File: src/decode_consts.svh
`ifndef DECODE_CONSTS_SVH
`define DECODE_CONSTS_SVH

// Architectural register count, also the length of the reset clear
`define DEC_NUM_REGS 32

// Register and pc width
`define DEC_XLEN 32

// Jump epoch counter width
`define DEC_JUMP_FLAG_W 2

// Link address offset for JAL and JALR
`define DEC_PC_STEP 4

`endif

File: src/decode_pkg.sv
`include "decode_consts.svh"

package decode_pkg;

    typedef logic [$clog2(`DEC_NUM_REGS)-1:0] reg_addr_t;
    typedef logic [`DEC_XLEN-1:0] reg_value_t;
    typedef logic [`DEC_JUMP_FLAG_W-1:0] jump_flag_t;

    // RV32I major opcodes, bits [6:0] of the word
    typedef enum logic [6:0] {
        OPCODE_OP     = 7'b0110011,
        OPCODE_IMM    = 7'b0010011,
        OPCODE_LUI    = 7'b0110111,
        OPCODE_AUIPC  = 7'b0010111,
        OPCODE_JAL    = 7'b1101111,
        OPCODE_JALR   = 7'b1100111,
        OPCODE_BRANCH = 7'b1100011,
        OPCODE_LOAD   = 7'b0000011,
        OPCODE_STORE  = 7'b0100011,
        OPCODE_FENCE  = 7'b0001111,
        OPCODE_SYSTEM = 7'b1110011
    } opcode_t;

    typedef enum logic [1:0] {
        CLASS_ALU     = 2'b00,
        CLASS_JUMP    = 2'b01,
        CLASS_HALT    = 2'b10,
        CLASS_ILLEGAL = 2'b11
    } instr_class_t;

    typedef enum logic [1:0] {
        STATE_RESET  = 2'b00,
        STATE_NORMAL = 2'b01,
        STATE_HALT   = 2'b10,
        STATE_FAULT  = 2'b11
    } decode_state_t;

    // Pending counts are writes already sent to execute
    typedef enum logic [1:0] {
        REG_VALID       = 2'b00,
        REG_INVALID     = 2'b01,
        REG_PENDING_ONE = 2'b10,
        REG_PENDING_TWO = 2'b11
    } reg_status_t;

    typedef enum logic [2:0] {
        ALU_ADD  = 3'b000, // SUB with alternate
        ALU_SLL  = 3'b001,
        ALU_SLT  = 3'b010,
        ALU_SLTU = 3'b011,
        ALU_XOR  = 3'b100,
        ALU_SRL  = 3'b101, // SRA with alternate
        ALU_OR   = 3'b110,
        ALU_AND  = 3'b111
    } alu_op_t;

endpackage

File: src/decode_stage.sv
`timescale 1ns/1ps

module decode_stage (
    input  logic                   clk,
    input  logic                   rst,
    input  logic                   instr_valid,
    input  logic [31:0]            instr_word,
    input  decode_pkg::reg_value_t instr_pc,
    input  decode_pkg::jump_flag_t instr_jump_flag,
    output logic                   instr_ready,
    input  logic                   wb_valid,
    input  decode_pkg::reg_addr_t  wb_addr,
    input  decode_pkg::reg_value_t wb_value,
    output logic                   exec_valid,
    output decode_pkg::reg_addr_t  exec_rd,
    output decode_pkg::alu_op_t    exec_op,
    output logic                   exec_alternate,
    output decode_pkg::reg_value_t exec_operand_a,
    output decode_pkg::reg_value_t exec_operand_b,
    output decode_pkg::reg_value_t exec_pc,
    output logic                   jump_valid,
    output decode_pkg::reg_value_t jump_base,
    output decode_pkg::reg_value_t jump_offset,
    output logic                   retired,
    output logic                   finished,
    output logic                   faulted
);

    decode_pkg::opcode_t      opcode;
    decode_pkg::reg_addr_t    rd;
    decode_pkg::reg_addr_t    rs1;
    decode_pkg::reg_addr_t    rs2;
    decode_pkg::alu_op_t      funct3;
    logic                     funct7_alt;
    decode_pkg::reg_value_t   imm;
    decode_pkg::instr_class_t instr_class;

    decode_pkg::reg_value_t rs1_value;
    decode_pkg::reg_value_t rs2_value;
    logic                   rs_ready;
    logic                   all_clear;
    logic                   issue;
    logic                   clear;
    decode_pkg::reg_addr_t  clear_addr;

    rv_field_decoder rv_field_decoder_inst (
        .instr_word, .opcode, .rd, .rs1, .rs2, .funct3, .funct7_alt, .imm, .instr_class
    );

    reg_file reg_file_inst (
        .clk, .clear, .clear_addr, .wb_valid, .wb_addr, .wb_value,
        .rd_addr_a(rs1), .rd_addr_b(rs2),
        .rd_data_a(rs1_value), .rd_data_b(rs2_value)
    );

    reg_scoreboard reg_scoreboard_inst (
        .clk, .rst, .opcode, .rd, .rs1, .rs2, .issue,
        .wb_valid, .wb_addr, .rs_ready, .all_clear
    );

    issue_control issue_control_inst (
        .clk, .rst, .instr_valid, .instr_pc, .instr_jump_flag,
        .opcode, .rd, .funct3, .funct7_alt, .imm, .instr_class,
        .rs_ready, .all_clear, .rs1_value, .rs2_value,
        .instr_ready, .issue, .clear, .clear_addr,
        .exec_valid, .exec_rd, .exec_op, .exec_alternate,
        .exec_operand_a, .exec_operand_b, .exec_pc,
        .jump_valid, .jump_base, .jump_offset,
        .retired, .finished, .faulted
    );

endmodule

File: src/issue_control.sv
`timescale 1ns/1ps

`include "decode_consts.svh"

module issue_control (
    input  logic                     clk,
    input  logic                     rst,
    input  logic                     instr_valid,
    input  decode_pkg::reg_value_t   instr_pc,
    input  decode_pkg::jump_flag_t   instr_jump_flag,
    input  decode_pkg::opcode_t      opcode,
    input  decode_pkg::reg_addr_t    rd,
    input  decode_pkg::alu_op_t      funct3,
    input  logic                     funct7_alt,
    input  decode_pkg::reg_value_t   imm,
    input  decode_pkg::instr_class_t instr_class,
    input  logic                     rs_ready,
    input  logic                     all_clear,
    input  decode_pkg::reg_value_t   rs1_value,
    input  decode_pkg::reg_value_t   rs2_value,
    output logic                     instr_ready,
    output logic                     issue,
    output logic                     clear,
    output decode_pkg::reg_addr_t    clear_addr,
    output logic                     exec_valid,
    output decode_pkg::reg_addr_t    exec_rd,
    output decode_pkg::alu_op_t      exec_op,
    output logic                     exec_alternate,
    output decode_pkg::reg_value_t   exec_operand_a,
    output decode_pkg::reg_value_t   exec_operand_b,
    output decode_pkg::reg_value_t   exec_pc,
    output logic                     jump_valid,
    output decode_pkg::reg_value_t   jump_base,
    output decode_pkg::reg_value_t   jump_offset,
    output logic                     retired,
    output logic                     finished,
    output logic                     faulted
);

    decode_pkg::decode_state_t state;
    decode_pkg::jump_flag_t    jump_flag;
    decode_pkg::reg_addr_t     clear_count;

    logic flag_match;
    logic accept;
    logic is_jump;

    decode_pkg::alu_op_t    op_sel;
    logic                   alt_sel;
    decode_pkg::reg_value_t a_sel;
    decode_pkg::reg_value_t b_sel;

    assign flag_match  = (instr_jump_flag == jump_flag);
    // Stale-epoch words are always taken so they can be dropped
    assign instr_ready = (state == decode_pkg::STATE_NORMAL) && (!flag_match || rs_ready);
    assign accept      = instr_valid && instr_ready && flag_match;
    assign is_jump     = (instr_class == decode_pkg::CLASS_JUMP);
    assign issue       = accept && (is_jump || instr_class == decode_pkg::CLASS_ALU);

    assign clear      = (state == decode_pkg::STATE_RESET);
    assign clear_addr = clear_count;
    assign faulted    = (state == decode_pkg::STATE_FAULT);
    assign finished   = (faulted || state == decode_pkg::STATE_HALT) && all_clear;

    always_ff @(posedge clk) begin
        if (rst) begin
            state       <= decode_pkg::STATE_RESET;
            clear_count <= '0;
            jump_flag   <= '0;
        end else begin
            case (state)
                decode_pkg::STATE_RESET: begin
                    clear_count <= clear_count + 1'b1;
                    if (clear_count == decode_pkg::reg_addr_t'(`DEC_NUM_REGS - 1)) begin
                        state <= decode_pkg::STATE_NORMAL;
                    end
                end
                decode_pkg::STATE_NORMAL: begin
                    if (accept && instr_class == decode_pkg::CLASS_HALT) begin
                        state <= decode_pkg::STATE_HALT;
                    end else if (accept && instr_class == decode_pkg::CLASS_ILLEGAL) begin
                        state <= decode_pkg::STATE_FAULT;
                    end
                end
                default: begin
                    state <= state; // Halt and fault hold until reset
                end
            endcase
            if (issue && is_jump) begin
                jump_flag <= jump_flag + 1'b1; // New epoch after every jump
            end
        end
    end

    always_comb begin
        op_sel  = decode_pkg::ALU_ADD;
        alt_sel = 1'b0;
        a_sel   = rs1_value;
        b_sel   = rs2_value;
        case (opcode)
            decode_pkg::OPCODE_OP: begin
                op_sel  = funct3;
                alt_sel = funct7_alt;
            end
            decode_pkg::OPCODE_IMM: begin
                op_sel  = funct3;
                alt_sel = funct7_alt && (funct3 == decode_pkg::ALU_SRL); // SRAI only
                b_sel   = imm;
            end
            decode_pkg::OPCODE_LUI: begin
                a_sel = '0;
                b_sel = imm;
            end
            decode_pkg::OPCODE_AUIPC: begin
                a_sel = instr_pc;
                b_sel = imm;
            end
            decode_pkg::OPCODE_JAL,
            decode_pkg::OPCODE_JALR: begin
                a_sel = instr_pc; // Link value
                b_sel = decode_pkg::reg_value_t'(`DEC_PC_STEP);
            end
            default: begin
                a_sel = rs1_value;
            end
        endcase
    end

    always_ff @(posedge clk) begin
        if (rst) begin
            exec_valid <= 1'b0;
            jump_valid <= 1'b0;
            retired    <= 1'b0;
        end else begin
            exec_valid <= issue && (rd != '0);
            jump_valid <= issue && is_jump;
            retired    <= issue;
        end
    end

    always_ff @(posedge clk) begin
        if (issue) begin
            exec_rd        <= rd;
            exec_op        <= op_sel;
            exec_alternate <= alt_sel;
            exec_operand_a <= a_sel;
            exec_operand_b <= b_sel;
            exec_pc        <= instr_pc;
            jump_base      <= (opcode == decode_pkg::OPCODE_JALR) ? rs1_value : instr_pc;
            jump_offset    <= imm;
        end
    end

endmodule

File: src/reg_file.sv
`timescale 1ns/1ps

`include "decode_consts.svh"

module reg_file (
    input  logic                   clk,
    input  logic                   clear,
    input  decode_pkg::reg_addr_t  clear_addr,
    input  logic                   wb_valid,
    input  decode_pkg::reg_addr_t  wb_addr,
    input  decode_pkg::reg_value_t wb_value,
    input  decode_pkg::reg_addr_t  rd_addr_a,
    input  decode_pkg::reg_addr_t  rd_addr_b,
    output decode_pkg::reg_value_t rd_data_a,
    output decode_pkg::reg_value_t rd_data_b
);

    decode_pkg::reg_value_t regs [`DEC_NUM_REGS];

    logic                   write_en;
    decode_pkg::reg_addr_t  write_addr;
    decode_pkg::reg_value_t write_data;

    // Reset sweep owns the write port while it runs
    always_comb begin
        if (clear) begin
            write_en   = 1'b1;
            write_addr = clear_addr;
            write_data = '0;
        end else begin
            write_en   = wb_valid && (wb_addr != '0);
            write_addr = wb_addr;
            write_data = wb_value;
        end
    end

    always_ff @(posedge clk) begin
        if (write_en) begin
            regs[write_addr] <= write_data;
        end
    end

    assign rd_data_a = (rd_addr_a == '0) ? '0 : regs[rd_addr_a];
    assign rd_data_b = (rd_addr_b == '0) ? '0 : regs[rd_addr_b];

endmodule

File: src/reg_scoreboard.sv
`timescale 1ns/1ps

`include "decode_consts.svh"

module reg_scoreboard (
    input  logic                  clk,
    input  logic                  rst,
    input  decode_pkg::opcode_t   opcode,
    input  decode_pkg::reg_addr_t rd,
    input  decode_pkg::reg_addr_t rs1,
    input  decode_pkg::reg_addr_t rs2,
    input  logic                  issue,
    input  logic                  wb_valid,
    input  decode_pkg::reg_addr_t wb_addr,
    output logic                  rs_ready,
    output logic                  all_clear
);

    decode_pkg::reg_status_t status [`DEC_NUM_REGS];
    decode_pkg::reg_status_t status_next [`DEC_NUM_REGS];

    logic rs1_valid;
    logic rs2_valid;
    logic rd_open;

    function automatic decode_pkg::reg_status_t issue_step(input decode_pkg::reg_status_t s);
        case (s)
            decode_pkg::REG_VALID:       return decode_pkg::REG_PENDING_ONE;
            decode_pkg::REG_PENDING_ONE: return decode_pkg::REG_PENDING_TWO;
            default:                     return s; // Blocked by rd_open
        endcase
    endfunction

    function automatic decode_pkg::reg_status_t wb_step(input decode_pkg::reg_status_t s);
        if (s == decode_pkg::REG_PENDING_TWO) begin
            return decode_pkg::REG_PENDING_ONE;
        end
        return decode_pkg::REG_VALID;
    endfunction

    assign rs1_valid = (status[rs1] == decode_pkg::REG_VALID);
    assign rs2_valid = (status[rs2] == decode_pkg::REG_VALID);
    // At most two writes in flight per register
    assign rd_open   = (status[rd] == decode_pkg::REG_VALID) ||
                       (status[rd] == decode_pkg::REG_PENDING_ONE);

    always_comb begin
        case (opcode)
            decode_pkg::OPCODE_OP:   rs_ready = rs1_valid && rs2_valid && rd_open;
            decode_pkg::OPCODE_IMM,
            decode_pkg::OPCODE_JALR: rs_ready = rs1_valid && rd_open;
            decode_pkg::OPCODE_LUI,
            decode_pkg::OPCODE_AUIPC,
            decode_pkg::OPCODE_JAL:  rs_ready = rd_open;
            default:                 rs_ready = 1'b1; // Halt or fault, no operands
        endcase
    end

    always_comb begin
        all_clear = 1'b1;
        for (int i = 0; i < `DEC_NUM_REGS; i++) begin
            if (status[i] != decode_pkg::REG_VALID) begin
                all_clear = 1'b0;
            end
        end
    end

    // Writeback steps down first, then a same-cycle issue steps up
    always_comb begin
        for (int i = 0; i < `DEC_NUM_REGS; i++) begin
            status_next[i] = status[i];
            if (wb_valid && wb_addr == decode_pkg::reg_addr_t'(i)) begin
                status_next[i] = wb_step(status_next[i]);
            end
            if (issue && rd == decode_pkg::reg_addr_t'(i)) begin
                status_next[i] = issue_step(status_next[i]);
            end
        end
        status_next[0] = decode_pkg::REG_VALID; // x0 never pends
    end

    always_ff @(posedge clk) begin
        for (int i = 0; i < `DEC_NUM_REGS; i++) begin
            if (rst) begin
                status[i] <= decode_pkg::REG_VALID;
            end else begin
                status[i] <= status_next[i];
            end
        end
    end

endmodule

File: src/rv_field_decoder.sv
`timescale 1ns/1ps

module rv_field_decoder (
    input  logic [31:0]              instr_word,
    output decode_pkg::opcode_t      opcode,
    output decode_pkg::reg_addr_t    rd,
    output decode_pkg::reg_addr_t    rs1,
    output decode_pkg::reg_addr_t    rs2,
    output decode_pkg::alu_op_t      funct3,
    output logic                     funct7_alt,
    output decode_pkg::reg_value_t   imm,
    output decode_pkg::instr_class_t instr_class
);

    // EBREAK is the only SYSTEM word the stage accepts
    localparam logic [31:0] EBREAK_WORD = 32'h0010_0073;

    assign opcode     = decode_pkg::opcode_t'(instr_word[6:0]);
    assign rd         = instr_word[11:7];
    assign rs1        = instr_word[19:15];
    assign rs2        = instr_word[24:20];
    assign funct3     = decode_pkg::alu_op_t'(instr_word[14:12]);
    assign funct7_alt = instr_word[30]; // SUB / SRA select

    always_comb begin
        case (opcode)
            decode_pkg::OPCODE_LUI,
            decode_pkg::OPCODE_AUIPC: begin
                imm = {instr_word[31:12], 12'b0}; // U-format
            end
            decode_pkg::OPCODE_JAL: begin
                // J-format, scrambled offset bits
                imm = {{12{instr_word[31]}}, instr_word[19:12], instr_word[20],
                       instr_word[30:21], 1'b0};
            end
            default: begin
                imm = {{20{instr_word[31]}}, instr_word[31:20]}; // I-format
            end
        endcase
    end

    always_comb begin
        case (opcode)
            decode_pkg::OPCODE_OP,
            decode_pkg::OPCODE_IMM,
            decode_pkg::OPCODE_LUI,
            decode_pkg::OPCODE_AUIPC: begin
                instr_class = decode_pkg::CLASS_ALU;
            end
            decode_pkg::OPCODE_JAL,
            decode_pkg::OPCODE_JALR: begin
                instr_class = decode_pkg::CLASS_JUMP;
            end
            decode_pkg::OPCODE_SYSTEM: begin
                // ECALL and CSR ops fault
                if (instr_word == EBREAK_WORD) begin
                    instr_class = decode_pkg::CLASS_HALT;
                end else begin
                    instr_class = decode_pkg::CLASS_ILLEGAL;
                end
            end
            default: begin
                instr_class = decode_pkg::CLASS_ILLEGAL; // Branch, memory, fence, unknown
            end
        endcase
    end

endmodule

File: config.mk
export PLATFORM = sky130hd
export DESIGN_NAME = decode_stage
export DESIGN_NICKNAME = d
export VERILOG_FILES = /design/src/decode_pkg.sv /design/src/decode_stage.sv /design/src/issue_control.sv /design/src/reg_file.sv /design/src/reg_scoreboard.sv /design/src/rv_field_decoder.sv
export VERILOG_INCLUDE_DIRS = /design/src /design/src/src
export SDC_FILE = /design/constraint.sdc
export NUM_CORES = 2
export LEC_CHECK = 0
export BUFFER_PORTS_ARGS = -buffer_cell sky130_fd_sc_hd__buf_4
export CORE_ASPECT_RATIO = 2
export CORE_MARGIN = 2
export CORE_UTILIZATION = 40
export CTS_BUF_LIST = sky130_fd_sc_hd__clkbuf_8
export CTS_CLUSTER_DIAMETER = 100
export CTS_CLUSTER_SIZE = 12
export DETAILED_ROUTE_END_ITERATION = 6
export GPL_TIMING_DRIVEN = 0
export HOLD_SLACK_MARGIN = 0.15
export PLACE_DENSITY_LB_ADDON = 0.05
export SLEW_MARGIN = 20
export SYNTH_ARGS = -nofsm -noshare
export SYNTH_HDL_FRONTEND = slang
export SYNTH_SLANG_ARGS = --single-unit
File: constraint.sdc
create_clock -name clk -period 12.01 [get_ports clk]
set_input_delay 2.402 -clock clk [delete_from_list [all_inputs] [get_ports clk]]
set_output_delay 2.402 -clock clk [all_outputs]
set_load 0.005 [all_outputs]
[Yosys cells after proc, flatten, opt, wreduce, memory -nomap -nowiden]
Memories as Yosys holds them, arrays and structs flattened.
Index checks and enable logic that the tools add are counted.
Word-level totals
  memories: 2
  flip-flop bits (word level): 181
  output and inout port bits: 175
  memory bits (writable): 1088
Memories
  reg_file_inst.regs: depth 32, bits a word 32, rd ports 2, clocked after Yosys merged registers in 0, write ports 1, line reg_file.sv:18  | decode_pkg::reg_value_t regs [`DEC_NUM_REGS];
  reg_scoreboard_inst.status: depth 32, bits a word 2, rd ports 35, clocked after Yosys merged registers in 0, write ports 32, line reg_scoreboard.sv:19  | decode_pkg::reg_status_t status [`DEC_NUM_REGS];
Cells by class
  equal/unequal tests: 144
  add/sub/neg operators: 2
  muxes and demuxes: 303
  reduce and logical (&&, ||, !) cells: 163
  bitwise gates (word level): 32
Operators by type and width (count)
  2-to-1 mux 2 bit: 159
  == test 5 bit, second input constant: 33
  == test 2 bit, second input constant: 67
  2-to-1 mux 32 bit: 4
  case mux 2 bit (2 select lines): 32
  case mux 32 bit (2 select lines): 2
  2-to-1 mux 1 bit: 101
  == test 5 x 4 -> 1 bit, second input constant: 16
  logical AND 1 bit: 76
  zero test 2 bit: 36
  nonzero test 2 bit: 33
  case mux 31 bit (2 select lines): 1
  == test 5 x 3 -> 1 bit, second input constant: 8
  == test 32 x 21 -> 1 bit, second input constant: 1
  bitwise OR 1 bit: 32
  == test 7 bit, second input constant: 3
  == test 5 x 2 -> 1 bit, second input constant: 4
  == test 7 x 5 -> 1 bit, second input constant: 2
  == test 7 x 6 -> 1 bit, second input constant: 2
  == test 5 x 1 -> 1 bit, second input constant: 2
  zero test 5 bit: 2
  nonzero test 5 bit: 2
  OR reduction 3 bit: 3
  OR reduction 2 bit: 4
  other kinds (15): 19

[Depth between registers and ports, before layout]
An unclocked memory read counts as a cell.
  depth in word-level cells: 35
  gate-level depth with buffers: 10
  gate-level depth less buffers: 7

[By module]
From an unflattened synthesis, not the netlist that was laid out.
Unflattened totals
  cells, all modules: 3529
  area total of the unflattened synthesis: 59876.2 um^2
By module, submodules not included
  reg_file: sequential area each 30749.5 um^2, area each 48056.1 um^2, cells each 2458, times used 1
  issue_control: sequential area each 5315.1 um^2, area each 7141.8 um^2, cells each 429, times used 1
  reg_scoreboard: sequential area each 1241.2 um^2, area each 4066.4 um^2, cells each 556, times used 1
  rv_field_decoder: sequential area each 0.0 um^2, area each 611.8 um^2, cells each 86, times used 1

[Worst setup path after synthesis]
OpenSTA, ideal clock, no wires.
  path type: input port to flip-flop
  start point: input instr_word[8]
  end point: register issue_control_inst.exec_alternate (enable)
  setup time: 520 ps
  required time: 11490 ps
  arrival: 7452 ps
  path slack: 4038 ps
  cell stages on the path: 10
  cell sequence: buf_2 -> buf_1 -> mux2i_1 -> a22oi_1 -> o211ai_1 -> nand4_1 -> a211oi_4 -> buf_4 -> nand3_2 -> inv_1
On the way
  word-level cells in the longest chain between the ends: 10
  elaborated cells on any way between the ends: 18
  classes of those cells: eq/ne: 3; mux: 3; reduce/logical: 11; memory: 1
RTL lines
  from (decl): line decode_stage.sv:7  | input logic [31:0] instr_word,
  memory read (32 x 2 bit)
  == test 2 bit or zero test 2 bit (tied branches): line reg_scoreboard.sv:45, reg_scoreboard.sv:44
  logical OR 1 bit: line reg_scoreboard.sv:44  | assign rd_open = (status[rd] == decode_pkg::REG_VALID) ||
  logical AND 1 bit, on equally long branches: line reg_scoreboard.sv:51, reg_scoreboard.sv:49
  case mux 1 bit (3 select lines): line reg_scoreboard.sv:48  | case (opcode)
  logical OR 1 bit: line issue_control.sv:55  | assign instr_ready = (state == decode_pkg::STATE_NORMAL) && (!flag_match || rs_ready);
  logical AND 1 bit: line issue_control.sv:55
  logical AND 1 bit (2 in a row): line issue_control.sv:56  | assign accept = instr_valid && instr_ready && flag_match;
  logical AND 1 bit (*): line issue_control.sv:58  | assign issue = accept && (is_jump || instr_class == decode_pkg::CLASS_ALU);
  via issue: line decode_stage.sv:42  | logic issue;
  to (signal assigned): line issue_control.sv:145  | exec_alternate <= alt_sel;
  to (decl): line issue_control.sv:28  | output logic exec_alternate,
The timed path passes the listed nets; every way through them passes the cells marked *.
A chain may end at the register's enable or synchronous reset.

[Final worst setup path]
  start point: input instr_word[8]
  end point: output instr_ready
On the way
  word-level cells in the longest chain between the ends: 7
  elaborated cells on any way between the ends: 9
  classes of those cells: eq/ne: 1; mux: 1; reduce/logical: 6; memory: 1
RTL lines
  memory read (32 x 2 bit) (*)
  == test 2 bit or zero test 2 bit (tied branches): line reg_scoreboard.sv:45, reg_scoreboard.sv:44
  logical OR 1 bit (*): line reg_scoreboard.sv:44
  logical AND 1 bit, on equally long branches: line reg_scoreboard.sv:51, reg_scoreboard.sv:49
  case mux 1 bit (3 select lines) (*): line reg_scoreboard.sv:48
  logical OR 1 bit (*): line issue_control.sv:55
  logical AND 1 bit (*): line issue_control.sv:55
  to (decl): line decode_stage.sv:10  | output logic instr_ready,
Mark *: on every way between the ends. The rest lies on a longest branch, timed or not.

==> impl_metrics.ini <==
[die]
row_count = 197
start_util = 0.4033
coreArea_sq_um = 144200
die_h_um = 543.2
chipWidth_um = 273.6
dieArea_sq_um = 148600
ios = 282

[final_layout]
fill_cells = 12210
layout-drive-gt1-share = 0.3945
multi_input_area_sq_um = 20190
seq_area_sq_um = 37310
areaGrowthSynthToFinish_pct = 14.36
postLayoutCellArea_sq_um = 66500
fin_nets = 3599

[global_route]
grt_max_degree = 91
grt_pass1_vias = 36920
grt_usage = 0.3144
antenna_found_initial = 11
grt_pass1_wl_mm = 311.2
grt-ovfl-total = 0

[synthesis]
synth.mux.area_fraction = 0.2656
synth-simple-area-share = 0.04159
synthFlopType = edfxtp_1
yosys_warnings = 0
ys_types = 74
async_reset_ff_frac = 0
post_synth_instance_area_sq_um = 58150
syn_inst = 3025
synth-seq-cells = 1267
synth_fa_ha_area_frac = 0.0004303
synthesis.nets = 3134
synth-seq-area-share = 0.6415
yosys.area_share.xor_xnor = 0.0007531
syn_area_per_cell_sq_um = 19.22
synth_compound_area_frac = 0.03264
synth_top_family_by_area = multiplexers
synth_edf_count = 1193

[routing]
first_iter_violations = 4088
vias_per_cell = 6.532
wire_per_inst_um = 43.06
ant_nets = 0
dr.pass1.iters = 7
remaining_drc_errors = 0
vias = 35400
drt_wl_total_mm = 233.3

[worst_setup_path]
critical_path_class = primary input to output pin
end_kind = output pin
slowest_stage = buf_1
critPathMaxStageDelay_ns = 0.61
worstPathMaxFanout = 10
worst_ep_required_time_ns = 9.61
startpoint_type = primary input
crit_family = buffers and inverters
cp_cell_sequence = buf_4 > buf_2 > buf_1 > mux2i_1 > a21oi_1 > o211ai_1 > nand4_1 > a211oi_4 > buf_2 > nand2_1 > a31oi_1 > buf_4
cp.buffers_inverters = 5
cp_data_arrival_time_ns = 5.86

[cts]
clockBufferDepth = 3
clk_latency_ns = 0.90
cts.clk_slew.worst_paths_ns = 0.09
cts_setup_buffers = 0
h-tree-depth = 3
holdBufCountCts = 0
cts_resized = 0
cts-buffers-inserted = 115
cts_tree = built
cts_root_buffer = clkbuf_8
numClockSinks = 1267

[pwr]
power.leakage_nw = 20.90
power.total_mw = 8.142
vdd_drop_max_uv = 95.61
p_per_area_nw_per_um2 = 122.4

[sta]
maxSlewViolCount = 0
hold_viol_final = 0
fin_setup_tns_ns = 0
timing.final.crit_share = 0.6882
clock.fmax_mhz = 121.0
post-route-min-period_ns = 8.265
fin_skew_ns = 0.05741
worst_slack_ns = 3.745
slew_headroom = 0.1870
worst_pin_slew_ns = 1.219
rsz0062_at_grt = false
setup_violations = 0

[min_path]
min_path_type = flop to flop

[place]
io_buffers = 272
place_ws_ns = 3.787
place_area_sq_um = 64680
dp_hpwl_mm = 171.3
gp_congestion = 0.8879

[status]
status = completed

[job]
drv_cap = 0
## tightest hold or removal path: cells and delay by family, from the launching register on
family	cells	cell delay, ns
DFF	1	0.33
and+or+nand+nor	1	0.07
AOI/OAI and AO/OA	1	0.05
## stage by stage
stage	hold slack, ns	cells	util
floorplan	0.4512	3025	-
global placement	0.4626	5187	0.4338
detailed placement	0.4661	5262	0.4486
CTS	0.4828	5405	0.4606
global route	0.5110	5407	0.4610
finish	0.4827	5419	0.4612
## cell type report
| cell class | count | area share |
|---|---|---|
| flip-flops and latches | 1267 | 0.5610 |
| multi-input cells | 1518 | 0.3036 |
| repair buffers | 348 | 0.05679 |
| well taps | 1890 | 0.03556 |
| clock buffers | 117 | 0.02422 |
| plain buffers | 226 | 0.01558 |
| clock inverters | 26 | 0.001844 |
| inverters | 14 | 0.0009032 |
| diodes | 13 | 0.0004892 |
## cells in the final DEF (no fill, tap or decap), types with 7 or more instances in the layout
cell	Yosys	routed
edfxtp_1	1193	1193
mux4_2	648	648
buf_4	3	276
nand2_1	154	154
clkbuf_8	0	117
buf_2	76	101
a21oi_1	94	92
clkbuf_1	110	76
dfxtp_1	74	74
nor2_1	96	64
nand3_1	57	57
nand4_1	52	52
o21ai_0	44	43
mux2i_1	41	41
buf_12	0	39
mux2_2	37	37
clkbuf_2	0	34
buf_16	0	33
a22o_1	32	32
nor2_4	0	32
inv_1	11	30
and2_2	0	30
o21ai_1	25	26
nor3_1	24	21
o2bb2ai_1	21	21
a21o_1	19	19
and2_1	46	16
nor2b_1	15	15
diode_2	0	13
buf_1	36	11
o211ai_1	7	7
## power by group
part / internal (mW) / switching (mW)
combinational: 0.359 / 0.573
sequential: 4.81 / 0.0182
clock: 0.877 / 1.50
total: 6.05 / 2.09
## cells in the mapped netlist (4+ instances only)
library cell  count  area, sq um
dfxtp_1          74         1481
o2bb2ai_1        21        183.9
nand4_1          52        325.3
inv_1            11        41.29
o21ai_1          25        125.1
a21o_1           19        142.6
o22ai_1           6        37.54
a21oi_1          94        470.5
o21ai_0          44        220.2
a2111oi_0         6        52.55
and2_1           46        287.8
nor4_1            5        31.28
nand2b_1          5        31.28
buf_1            36        135.1
or2_2             4        25.02
nand3_1          57        285.3
a22o_1           32        280.3
mux2_2           37        416.7
nor3_1           24        120.1
and4_1            6        52.55
nor2b_1          15        93.84
nor3b_1           4        30.03
buf_2            76        380.4
nand2_1         154        578.1
edfxtp_1       1193        35820
clkbuf_1        110        412.9
xor2_1            4        35.03
a31oi_1          10        62.56
mux2i_1          41        410.4
nor2_1           96        360.4
o211ai_1          7        52.55
mux4_2          648        14590
## sequential cells by signal, indices dropped and copies added (netlist names), 32 cells and up
signal,flops
issue_control_inst.exec_operand_a,32
issue_control_inst.exec_operand_b,32
issue_control_inst.exec_pc,32
issue_control_inst.jump_base,32
issue_control_inst.jump_offset,32
reg_file_inst.regs,1024
reg_scoreboard_inst.status,62
## routing by layer
layer  vias up  track usage  wire (um)
met2      2104       0.5755     125100
met4         2       0.2023      17610
met5         -            0         17
met1     18900       0.3304      73910
met3       641      0.05171      16720
li1      13750            -          -
## worst paths after layout
path / from / endpoint / slack [ns] / depth (start not counted)
min reg2reg: reg_scoreboard_inst.status[30][1]$_SDFF_PP0_ / reg_scoreboard_inst.status[30][0]$_SDFF_PP0_ / 0.48 / 2
max reg2reg: reg_scoreboard_inst.status[23][0]$_SDFF_PP0_ / issue_control_inst.exec_operand_a[20]$_DFFE_PP_ / 7.70 / 9
max: instr_word[8] / instr_ready / 3.75 / 12
min: reg_scoreboard_inst.status[30][1]$_SDFF_PP0_ / reg_scoreboard_inst.status[30][0]$_SDFF_PP0_ / 0.48 / 2
## cells by family (layout without fill, tap and decap cells)
kind of cell / after synthesis / after routing
other: 0 / 13
AND/OR/NAND/NOR: 492 / 492
flip-flops: 1267 / 1267
multiplexers: 728 / 728
XOR/XNOR: 5 / 5
buffers and inverters: 240 / 731
adder cells (fa/ha/maj): 2 / 2
AO/OA/AOI/OAI: 291 / 291
No activity file was read; power rests on OpenSTA's default activity.
